--- src/source/matmul_params.svh ---
`ifndef MATMUL_PARAMS_SVH
`define MATMUL_PARAMS_SVH

// element and result sizes
`define ELEM_W       2
`define PROD_W       4   // 2 * ELEM_W
`define RESULT_W     5   // sum of two products, max 18
`define WORD_W       8   // memory word and apb data

// operand memory map, in words
`define RAM_WORDS    12
`define RAM_ADDR_W   4
`define A_BASE       0
`define B_BASE       4
`define C_BASE       8

// registers above the memory
`define REG_CTRL     12
`define REG_STATUS   13
`define REG_DISP_SEL 14

// digit scan, short so all four digits show up quickly
`define SCAN_CNT_W   4
`define NUM_DIGITS   4

`endif

--- src/source/matmul_pkg.sv ---
`include "matmul_params.svh"

package matmul_pkg;

    typedef logic [`ELEM_W-1:0]     elem_t;
    typedef logic [`PROD_W-1:0]     prod_t;
    typedef logic [`RESULT_W-1:0]   result_t;
    typedef logic [`RAM_ADDR_W-1:0] ram_addr_t;

    // one memory word, holding either an operand or a result
    typedef union packed {
        struct packed {
            logic [`WORD_W-`ELEM_W-1:0] pad;
            elem_t                      value;
        } operand;                              // words 0 to 7
        struct packed {
            logic [`WORD_W-`RESULT_W-1:0] pad;
            result_t                      value;
        } result;                               // words 8 to 11
    } ram_word_u;

endpackage

--- src/source/apb_matrix_port.sv ---
`include "matmul_params.svh"

module apb_matrix_port (
    input  logic                  clk,
    input  logic                  rst,
    input  logic                  psel,
    input  logic                  penable,
    input  logic                  pwrite,
    input  matmul_pkg::ram_addr_t paddr,
    input  logic [`WORD_W-1:0]    pwdata,
    output logic [`WORD_W-1:0]    prdata,
    output logic                  pready,
    output logic                  pslverr,
    input  logic                  busy,
    input  logic                  done,
    output logic                  start,
    output logic [1:0]            disp_sel,
    output matmul_pkg::ram_addr_t host_addr,
    output logic                  host_we,
    output matmul_pkg::ram_word_u host_wdata,
    input  matmul_pkg::ram_word_u host_rdata
);

    logic access;
    logic mem_rd;       // memory read, takes the wait state
    logic rd_wait;
    logic bad_addr;
    logic ro_write;
    logic busy_write;
    logic err;
    logic wr_ok;
    logic start_wr;
    logic done_bit;     // status bit 1

    assign access = psel && penable;
    assign mem_rd = !pwrite && (paddr < `RAM_WORDS);

    //////////////////////////////////////////////////
    // transfer completion and error rule
    //////////////////////////////////////////////////

    assign bad_addr   = (paddr == '1);
    assign ro_write   = pwrite && ((paddr >= `C_BASE && paddr < `RAM_WORDS) ||
                                   paddr == `REG_STATUS);
    assign busy_write = pwrite && busy &&
                        (paddr < `C_BASE || (paddr == `REG_CTRL && pwdata[0]));
    assign err        = bad_addr || ro_write || busy_write;

    assign pready   = access && (!mem_rd || rd_wait);
    assign pslverr  = pready && err;
    assign wr_ok    = pready && pwrite && !err;
    assign start_wr = wr_ok && paddr == `REG_CTRL && pwdata[0];

    // operand writes go straight to memory, low bits only
    assign host_addr = paddr;
    assign host_we   = wr_ok && paddr < `C_BASE;

    always_comb begin
        host_wdata               = '0;
        host_wdata.operand.value = pwdata[`ELEM_W-1:0];
    end

    always_ff @(posedge clk) begin
        if (rst) begin
            rd_wait  <= 1'b0;
            start    <= 1'b0;
            done_bit <= 1'b0;
            disp_sel <= '0;
        end else begin
            rd_wait <= access && mem_rd && !rd_wait;  // one wait state
            start   <= start_wr;
            if (start_wr) begin
                done_bit <= 1'b0;
            end else if (done) begin
                done_bit <= 1'b1;
            end
            if (wr_ok && paddr == `REG_DISP_SEL) begin
                disp_sel <= pwdata[1:0];
            end
        end
    end

    // read data, unused addresses and ctrl read as zero
    always_comb begin
        prdata = '0;
        if (paddr < `C_BASE) begin
            prdata[`ELEM_W-1:0] = host_rdata.operand.value;
        end else if (paddr < `RAM_WORDS) begin
            prdata[`RESULT_W-1:0] = host_rdata.result.value;
        end else if (paddr == `REG_STATUS) begin
            prdata[1:0] = {done_bit, busy};
        end else if (paddr == `REG_DISP_SEL) begin
            prdata[1:0] = disp_sel;
        end
    end

endmodule

--- src/source/matrix_ram.sv ---
`include "matmul_params.svh"

module matrix_ram (
    input  logic                  clk,
    input  logic                  rst,
    input  matmul_pkg::ram_addr_t host_addr,
    input  logic                  host_we,
    input  matmul_pkg::ram_word_u host_wdata,
    output matmul_pkg::ram_word_u host_rdata,
    input  matmul_pkg::ram_addr_t eng_addr,
    input  logic                  eng_we,
    input  matmul_pkg::ram_word_u eng_wdata,
    output matmul_pkg::ram_word_u eng_rdata
);
    import matmul_pkg::*;

    ram_word_u mem [`RAM_WORDS];    // A, B, then C

    // host writes operands, engine writes results
    always_ff @(posedge clk) begin
        if (rst) begin
            for (int i = 0; i < `RAM_WORDS; i++) begin
                mem[i] <= '0;
            end
        end else begin
            if (host_we) begin
                mem[host_addr] <= host_wdata;
            end
            if (eng_we) begin
                mem[eng_addr] <= eng_wdata;
            end
        end
    end

    // one cycle read latency on both ports
    always_ff @(posedge clk) begin
        host_rdata <= (host_addr < `RAM_WORDS) ? mem[host_addr] : '0;  // regs read 0
        eng_rdata  <= mem[eng_addr];
    end

endmodule

--- src/source/matmul_engine.sv ---
`include "matmul_params.svh"

module matmul_engine (
    input  logic                  clk,
    input  logic                  rst,
    input  logic                  start,
    output logic                  busy,
    output logic                  done,
    output matmul_pkg::ram_addr_t eng_addr,
    output logic                  eng_we,
    output matmul_pkg::ram_word_u eng_wdata,
    input  matmul_pkg::ram_word_u eng_rdata,
    output matmul_pkg::result_t   c11,
    output matmul_pkg::result_t   c12,
    output matmul_pkg::result_t   c21,
    output matmul_pkg::result_t   c22
);
    import matmul_pkg::*;

    // nine steps per element, READ_A1 through UPDATE
    localparam logic [3:0] S_IDLE     = 4'd0;
    localparam logic [3:0] S_READ_A1  = 4'd1;
    localparam logic [3:0] S_LOAD_A1  = 4'd2;   // also reads A2
    localparam logic [3:0] S_LOAD_A2  = 4'd3;   // also reads B1
    localparam logic [3:0] S_LOAD_B1  = 4'd4;   // also reads B2
    localparam logic [3:0] S_LOAD_B2  = 4'd5;
    localparam logic [3:0] S_MULTIPLY = 4'd6;
    localparam logic [3:0] S_ADD      = 4'd7;
    localparam logic [3:0] S_WRITE    = 4'd8;
    localparam logic [3:0] S_UPDATE   = 4'd9;

    logic [3:0] state;
    logic [1:0] iteration;      // result element, row-major
    logic [3:0] rd_step;
    logic [3:0] ld_step;
    ram_addr_t  op_addr [4];
    elem_t      rf [4];         // A1, A2, B1, B2
    prod_t      prod0;
    prod_t      prod1;
    result_t    acc;

    assign busy    = (state != S_IDLE);
    assign rd_step = state - S_READ_A1;
    assign ld_step = state - S_LOAD_A1;

    // operand words per element
    always_comb begin
        case (iteration)
            2'd0:    op_addr = '{4'd0, 4'd1, 4'd4, 4'd6};   // row 1 of A, col 1 of B
            2'd1:    op_addr = '{4'd0, 4'd1, 4'd5, 4'd7};
            2'd2:    op_addr = '{4'd2, 4'd3, 4'd4, 4'd6};
            default: op_addr = '{4'd2, 4'd3, 4'd5, 4'd7};
        endcase
    end

    //////////////////////////////////////////////////
    // memory port
    //////////////////////////////////////////////////

    always_comb begin
        eng_addr  = '0;
        eng_we    = 1'b0;
        eng_wdata = '0;
        if (state >= S_READ_A1 && state <= S_LOAD_B1) begin
            eng_addr = op_addr[rd_step[1:0]];
        end else if (state == S_WRITE) begin
            eng_we                 = 1'b1;
            eng_addr               = ram_addr_t'(`C_BASE) + ram_addr_t'(iteration);
            eng_wdata.result.value = acc;
        end
    end

    //////////////////////////////////////////////////
    // register file and multipliers
    //////////////////////////////////////////////////

    always_ff @(posedge clk) begin
        if (state >= S_LOAD_A1 && state <= S_LOAD_B2) begin
            rf[ld_step[1:0]] <= eng_rdata.operand.value;
        end
        if (state == S_MULTIPLY) begin
            prod0 <= prod_t'(rf[0]) * prod_t'(rf[2]);   // A1 * B1
            prod1 <= prod_t'(rf[1]) * prod_t'(rf[3]);   // A2 * B2
        end
    end

    // sequencer, accumulator and result registers
    always_ff @(posedge clk) begin
        if (rst) begin
            state     <= S_IDLE;
            iteration <= '0;
            acc       <= '0;
            done      <= 1'b0;
            c11       <= '0;
            c12       <= '0;
            c21       <= '0;
            c22       <= '0;
        end else begin
            done <= 1'b0;
            case (state)
                S_IDLE: begin
                    if (start) begin
                        state <= S_READ_A1;
                    end
                end
                S_UPDATE: begin
                    state     <= (iteration == 2'd3) ? S_IDLE : S_READ_A1;
                    iteration <= iteration + 2'd1;  // wraps back to C11
                    done      <= (iteration == 2'd3);
                end
                default: state <= state + 4'd1;
            endcase

            if (state == S_ADD) begin
                acc <= acc + result_t'(prod0) + result_t'(prod1);
            end else if (state == S_UPDATE) begin
                acc <= '0;
            end

            if (state == S_WRITE) begin
                case (iteration)
                    2'd0:    c11 <= acc;
                    2'd1:    c12 <= acc;
                    2'd2:    c21 <= acc;
                    default: c22 <= acc;
                endcase
            end
        end
    end

endmodule

--- src/source/result_display.sv ---
`include "matmul_params.svh"

module result_display (
    input  logic                clk,
    input  logic                rst,
    input  logic                done,
    input  logic [1:0]          disp_sel,
    input  matmul_pkg::result_t c11,
    input  matmul_pkg::result_t c12,
    input  matmul_pkg::result_t c21,
    input  matmul_pkg::result_t c22,
    output logic [6:0]          seg,
    output logic                dp,
    output logic [3:0]          anode
);
    import matmul_pkg::*;

    localparam int BCD_W      = 8;              // ones and tens
    localparam int CONV_STEPS = 2 * `RESULT_W;  // add and shift per bit
    localparam int IDX_W      = $clog2(`NUM_DIGITS);
    localparam logic [`NUM_DIGITS-1:0] FIRST_DIGIT = 1;

    logic [1:0]                      sel_q;
    logic                            load;
    result_t                         sel_value;
    logic [BCD_W+`RESULT_W-1:0]      shreg;
    logic [$clog2(CONV_STEPS+1)-1:0] conv_cnt;
    logic                            converting;
    logic [BCD_W-1:0]                bcd;       // shown digits
    logic [`SCAN_CNT_W-1:0]          scan_cnt;
    logic [IDX_W-1:0]                digit_idx;
    logic [4*`NUM_DIGITS-1:0]        digits;
    logic [3:0]                      digit;

    assign load = done || (disp_sel != sel_q);

    always_comb begin
        case (disp_sel)
            2'd0:    sel_value = c11;
            2'd1:    sel_value = c12;
            2'd2:    sel_value = c21;
            default: sel_value = c22;
        endcase
    end

    //////////////////////////////////////////////////
    // shift-and-add-3 conversion
    //////////////////////////////////////////////////

    always_ff @(posedge clk) begin
        if (rst) begin
            sel_q      <= '0;
            converting <= 1'b0;
            conv_cnt   <= '0;
            bcd        <= '0;
        end else begin
            sel_q <= disp_sel;
            if (load) begin
                shreg      <= {{BCD_W{1'b0}}, sel_value};
                conv_cnt   <= '0;
                converting <= 1'b1;     // restarts a running conversion
            end else if (converting) begin
                conv_cnt <= conv_cnt + 1'b1;
                if (conv_cnt == CONV_STEPS) begin
                    bcd        <= shreg[BCD_W+`RESULT_W-1:`RESULT_W];
                    converting <= 1'b0;
                end else if (!conv_cnt[0]) begin
                    for (int d = 0; d < BCD_W / 4; d++) begin
                        if (shreg[`RESULT_W+4*d +: 4] > 4'd4) begin
                            shreg[`RESULT_W+4*d +: 4] <= shreg[`RESULT_W+4*d +: 4] + 4'd3;
                        end
                    end
                end else begin
                    shreg <= shreg << 1;
                end
            end
        end
    end

    //////////////////////////////////////////////////
    // digit scan and segment decode
    //////////////////////////////////////////////////

    always_ff @(posedge clk) begin
        if (rst) begin
            scan_cnt  <= '0;
            digit_idx <= '0;
        end else begin
            scan_cnt <= scan_cnt + 1'b1;
            if (&scan_cnt) begin
                digit_idx <= digit_idx + 1'b1;  // next anode to the left
            end
        end
    end

    assign anode  = ~(FIRST_DIGIT << digit_idx);
    assign digits = {{(4*`NUM_DIGITS-BCD_W){1'b0}}, bcd};   // upper digits show 0
    assign digit  = digits[4*digit_idx +: 4];
    assign dp     = 1'b1;

    // a..g, active low
    always_comb begin
        case (digit)
            4'd0:    seg = 7'b0000001;
            4'd1:    seg = 7'b1001111;
            4'd2:    seg = 7'b0010010;
            4'd3:    seg = 7'b0000110;
            4'd4:    seg = 7'b1001100;
            4'd5:    seg = 7'b0100100;
            4'd6:    seg = 7'b0100000;
            4'd7:    seg = 7'b0001111;
            4'd8:    seg = 7'b0000000;
            4'd9:    seg = 7'b0001100;
            default: seg = 7'b1111111;  // blank
        endcase
    end

endmodule

--- src/source/matrix_accumulator.sv ---
`include "matmul_params.svh"

module matrix_accumulator (
    input  logic                  clk,
    input  logic                  rst,
    input  logic                  psel,
    input  logic                  penable,
    input  logic                  pwrite,
    input  matmul_pkg::ram_addr_t paddr,
    input  logic [`WORD_W-1:0]    pwdata,
    output logic [`WORD_W-1:0]    prdata,
    output logic                  pready,
    output logic                  pslverr,
    output logic [6:0]            seg,
    output logic                  dp,
    output logic [3:0]            anode
);
    import matmul_pkg::*;

    // port to engine and display
    logic       start;
    logic       busy;
    logic       done;
    logic [1:0] disp_sel;

    // memory ports
    ram_addr_t  host_addr;
    logic       host_we;
    ram_word_u  host_wdata;
    ram_word_u  host_rdata;
    ram_addr_t  eng_addr;
    logic       eng_we;
    ram_word_u  eng_wdata;
    ram_word_u  eng_rdata;

    // results, straight to the display
    result_t    c11;
    result_t    c12;
    result_t    c21;
    result_t    c22;

    apb_matrix_port port_i (
        .clk        (clk),
        .rst        (rst),
        .psel       (psel),
        .penable    (penable),
        .pwrite     (pwrite),
        .paddr      (paddr),
        .pwdata     (pwdata),
        .prdata     (prdata),
        .pready     (pready),
        .pslverr    (pslverr),
        .busy       (busy),
        .done       (done),
        .start      (start),
        .disp_sel   (disp_sel),
        .host_addr  (host_addr),
        .host_we    (host_we),
        .host_wdata (host_wdata),
        .host_rdata (host_rdata)
    );

    matrix_ram ram_i (
        .clk        (clk),
        .rst        (rst),
        .host_addr  (host_addr),
        .host_we    (host_we),
        .host_wdata (host_wdata),
        .host_rdata (host_rdata),
        .eng_addr   (eng_addr),
        .eng_we     (eng_we),
        .eng_wdata  (eng_wdata),
        .eng_rdata  (eng_rdata)
    );

    matmul_engine engine_i (
        .clk       (clk),
        .rst       (rst),
        .start     (start),
        .busy      (busy),
        .done      (done),
        .eng_addr  (eng_addr),
        .eng_we    (eng_we),
        .eng_wdata (eng_wdata),
        .eng_rdata (eng_rdata),
        .c11       (c11),
        .c12       (c12),
        .c21       (c21),
        .c22       (c22)
    );

    result_display display_i (
        .clk      (clk),
        .rst      (rst),
        .done     (done),
        .disp_sel (disp_sel),
        .c11      (c11),
        .c12      (c12),
        .c21      (c21),
        .c22      (c22),
        .seg      (seg),
        .dp       (dp),
        .anode    (anode)
    );

endmodule

--- config.mk ---
export PLATFORM = sky130hd
export DESIGN_NAME = matrix_accumulator
export DESIGN_NICKNAME = d
export VERILOG_FILES = /design/src/source/matmul_pkg.sv /design/src/source/apb_matrix_port.sv /design/src/source/matrix_ram.sv /design/src/source/matmul_engine.sv /design/src/source/result_display.sv /design/src/source/matrix_accumulator.sv
export VERILOG_INCLUDE_DIRS = /design/src /design/src/source
export SDC_FILE = /design/constraint.sdc
export NUM_CORES = 1
export LEC_CHECK = 0
export BUFFER_PORTS_ARGS = -buffer_cell sky130_fd_sc_hd__buf_4
export CAP_MARGIN = 10
export CORE_ASPECT_RATIO = 0.8
export CORE_MARGIN = 2
export CORE_UTILIZATION = 25
export DETAILED_ROUTE_END_ITERATION = 16
export GPL_ROUTABILITY_DRIVEN = 0
export PLACE_DENSITY_LB_ADDON = 0.2
export SYNTH_ARGS = -nofsm -noshare
export SYNTH_HDL_FRONTEND = slang
export SYNTH_HIERARCHICAL = 1
export SYNTH_SLANG_ARGS = --single-unit
--- constraint.sdc ---
create_clock -name clk -period 5.1 [get_ports clk]
set_clock_uncertainty 0.1 [all_clocks]
set_input_delay 0.51 -clock clk [delete_from_list [all_inputs] [get_ports clk]]
set_output_delay 0.51 -clock clk [all_outputs]
set_load 0.005 [all_outputs]
Word-level counts from Yosys, hierarchy flattened
Memory sizes are Yosys's and may differ from the RTL's. A register that Yosys moved wholly into a read port is not among the register bits.
Index checks and enable logic that the tools add are counted.
Widths: inputs -> output; s select.
- memories: 3
- bits in read-only memories: 112
- memory bits (writable): 68
- output and inout port bits: 22
- register bits after elaboration: 79
- memory list (memory ; words ; bits a word ; rd ports ; clocked after Yosys merged registers in ; write ports ; RTL line ; RTL):
    (no name shown) ; 16 ; 7 ; 1 ; 0 ; 0 ; result_display.sv:103 ; case (digit)
    ram_i.mem ; 12 ; 5 ; 2 ; 2 ; 12 ; matrix_ram.sv:17 ; ram_word_u mem [`RAM_WORDS];
    engine_i.rf ; 4 ; 2 ; 4 ; 0 ; 1 ; matmul_engine.sv:37 ; elem_t rf [4];
- mux-type cells: 48
- $lt $le $gt $ge: 10
- $add $sub $neg: 12
- reductions and logical operators: 54
- bitwise logic cells: 6
- shift-type cells: 2
- multiply operators: 2
- eq/ne operators: 17
- operator list (cell ; count):
    $pmux 14 s3 ; 1
    $mux 5 ; 8
    $mux 4 ; 9
    $eq 4x4->1 const B ; 7
    $mux 13 ; 2
    $logic_and 1x1->1 ; 19
    $mux 1 ; 18
    $reduce_and 4->1 ; 4
    $shiftx 16x5->4 ; 1
    $pmux 5 s3 ; 1
    $add 4x1->4 const B ; 3
    $add 5x4->5 ; 2
    $reduce_or 5->1 ; 2
    $add 4x2->4 const B ; 2
    $bmux 4 s2 ; 1
    $eq 4x3->1 const B ; 2
    $gt 4x3->1 const B ; 2
    $le 4x3->1 const B ; 2
    $lt 4x4->1 const B ; 2
    $mul 2x2->4 ; 2
    $mux 2 ; 4
    $mux 8 ; 1
    $pmux 4 s2 ; 1
    $reduce_and 2->1 ; 4
    28 further kinds ; 51

Depth between registers and ports, before layout
- depth in word-level cells: 15
- depth in mapped cells: 12
- mapped depth without buffers: 9

Cells and area by module
Netlist, hierarchy kept.
- by module, submodules not included (module ; sequential area each (um2) ; instances ; area an instance (um2) ; cells each):
    matrix_ram ; 4164.0 ; 1 ; 7786.2 ; 510
    matmul_engine ; 1121.1 ; 1 ; 2341.0 ; 244
    result_display ; 810.8 ; 1 ; 2043.2 ; 211
    apb_matrix_port ; 100.1 ; 1 ; 488.0 ; 59

Worst setup path after synthesis
OpenSTA, ideal clock, no wires.
- kind: reg2reg
- start point: reg engine_i.state[0]
- end point: mem ram_i/mem[1][0] in the netlist's numbering, enable pin
- setup slack: 1953 ps
- stages on the path, launching flop included: 12
- arrival: 2719 ps
- buffers on the path: 5
- required time: 4672 ps
- cell sequence: dfxtp_1 > inv_1 > ha_1 > clkbuf_1 > and3b_1 > buf_2 > buf_4 > buf_2 > or4b_1 > clkbuf_1 > nor2_1 > or3_1
- RTL lines (what ; RTL line ; RTL):
    start: declaration ; matmul_engine.sv:32 ; logic [3:0] state;
    start signal: assignment ; matmul_engine.sv:107 ; state <= (iteration == 2'd3) ? S_IDLE : S_READ_A1;
    start signal: assignment ; matmul_engine.sv:111 ; default: state <= state + 4'd1;
    end: declaration ; matrix_ram.sv:17 ;

==> flow_summary.yaml <==
sta:
  setup_ws_ps: 1450
  rsz0062_at_grt: "false"
  fin_crit_sh: 0.717
  setup_viol: 0
  worst_pin_slew_ps: 804
  tns_ps: 0
  hold_viol: 0
  slew_violations: 0
  min_period_ps: 3650
  max_slew_margin: 0.464
  fmax_mhz: 274
drt:
  vias: 6224
  viasPerCell: 4.81
  drc: 0
  ant_nets: 0
  wl_per_cell_microns: 18.0
  firstDrtPassIters: 5
  wl_mm: 23.3
  drtIter0Drc: 564
place:
  pre_cts_ws_ps: 1530
  port_buffers: 28
  postPlaceCellArea_sq_mm: 0.00958
  place_hpwl_mm: 16.3
clock_tree:
  cts_made_buffers: 17
  clockRootBuffer: "clkbuf_16"
  post_cts_buffers: 0
  cts_resized: 0
  holdBufCountCts: 0
  insertion_delay_ps: 440
  cts_tree: "done"
  htreeDepth: 4
  numClockSinks: 162
  max-clock-path-buffers: 2
  path_clk_slew_ps: 60
run_status:
  status: "finished, final reports clean"
global_routing:
  grt_pass1_vias: 6038
  grt_busiest_layer: "met1"
  met3_usage: 0.0348
  grt_pass1_wl_mm: 36.5
  grt_max_degree: 50
  grtUsageMet1: 0.190
  gr-usage-all-layers: 0.127
  overflow: 0
  grt_antenna_before_repair: 0
  met2_usage: 0.176
worst_setup_path:
  critPathRequiredTime_ps: 5120
  r2r_cells: 8
  cp-start-kind: "register"
  cp_max_fo: 13
  startpoint: "engine_i/state[0]"
  endpoint: "ram_i/mem[7][1]"
  critPathArrivalTime_ps: 3680
  path_class: "register to register"
  worstSetupEndpointType: "register"
  reg2reg_to: "ram_i/mem[7][1]"
  worst-r2r-setup-slack_ps: 1450
  reg2reg_from: "engine_i/state[0]"
power_and_ir_drop:
  net-switching-power_uw: 859
  power_mw: 3.13
  p_leak_nw: 3.50
  swShare: 0.274
  power_frac_seq: 0.464
  p_int_mw: 2.27
  ir_worst_vdd_mv: 0.170
  power.share.clock: 0.393
  share_comb_of_total_power: 0.143
  power.density_mw_per_mm2: 309
floorplanning:
  rows: 62
  die_x_microns: 218
  die_h_microns: 175
  pin_count: 39
  coreArea_sq_mm: 0.0359
  start_util: 0.254
  die-area_sq_mm: 0.0380
job:
  cap_violations: 0
worst_hold_path:
  worstHoldPathType: "primary input to register"
logic_synthesis:
  synth_area_per_cell_sq_um: 11.1
  synth_cells: 822
  syn-cell-area_sq_mm: 0.00912
  yosys_warnings: 6
finish:
  drive_gt1_frac: 0.161
  area_delta_synth_final_pct: 11.2
  nets: 851
  fin_area_sq_mm: 0.0101
-- placed cells by master (no fill, tap or decap), types with 12 or more instances in the layout --
master	instances
nor2b_1	14
a22oi_1	16
edfxtp_1	97
nor3_1	13
ha_1	30
mux2i_1	16
nor2_1	69
a22o_1	64
nand2_1	54
inv_1	33
buf_4	33
mux4_2	27
clkbuf_16	19
and2_1	22
or3_1	16
dfxtp_1	65
a21oi_1	49
o21ai_0	12
nand3_1	28
-- layout make-up --
cell class / instances / area [sq um]
Antenna cell: 1 / 2.50
Clock buffer: 25 / 509
Clock inverter: 7 / 45.0
Fill cell: 3731 / 25800
Inverter: 33 / 124
Multi-Input combinational cell: 552 / 4390
Sequential cell: 162 / 4210
Tap cell: 480 / 601
Timing Repair Buffer: 33 / 248
-- stage by stage --
step,hold slack [ps],cells,utilization
floorplan,318,827,-
global placement,332,1260,0.267
detailed placement,339,1260,0.267
CTS,244,1292,0.282
global route,256,1292,0.282
finish,274,1293,0.282
-- worst max-delay path: stages (launching register included) --
cell     delay [ps]
dfxtp_1         490
inv_1           130
ha_1            390
mux2i_1         250
a22o_1          150
a22o_1          590
nand2_1         420
nor2_1          470
or3_1           320
-- routing by layer --
metal | share of wire | vias to the layer above
met3 | 0.052 | 14
met1 | 0.52 | 3116
met4 | 0.012 | 0
met5 | 0 | -
met2 | 0.41 | 134
li1 | - | 2960
-- worst min path at each step --
| stage | to | from | depth (start not counted) |
|---|---|---|---|
| after floorplan | display_i/scan_cnt[0] | display_i/scan_cnt[0] | 1 |
| after global placement | display_i/scan_cnt[0] | display_i/scan_cnt[0] | 1 |
| after detailed placement | display_i/scan_cnt[0] | display_i/scan_cnt[0] | 1 |
| after CTS | port_i/rd_wait | pwrite | 3 |
| after global routing | port_i/rd_wait | pwrite | 3 |
| final | port_i/rd_wait | pwrite | 3 |
-- flip-flops by register name (all words and copies together) (netlist names), 8 cells and up --
name	flops
ram_i/mem	68
display_i/shreg	13
display_i/bcd	8
engine_i/rf	8
-- power groups by stage --
| stage | registers, mW | clock network [mW] | logic [mW] |
|---|---|---|---|
| 2_1_floorplan | 1.47 | 0 | 0.324 |
| 3_3_place_gp | 1.48 | 0 | 0.437 |
| 3_5_place_dp | 1.48 | 0 | 0.439 |
| 4_1_cts | 1.45 | 1.27 | 0.441 |
| 5_1_grt | 1.46 | 1.33 | 0.477 |
| 6_report | 1.45 | 1.23 | 0.447 |
Power figures use the tool's default switching activity.
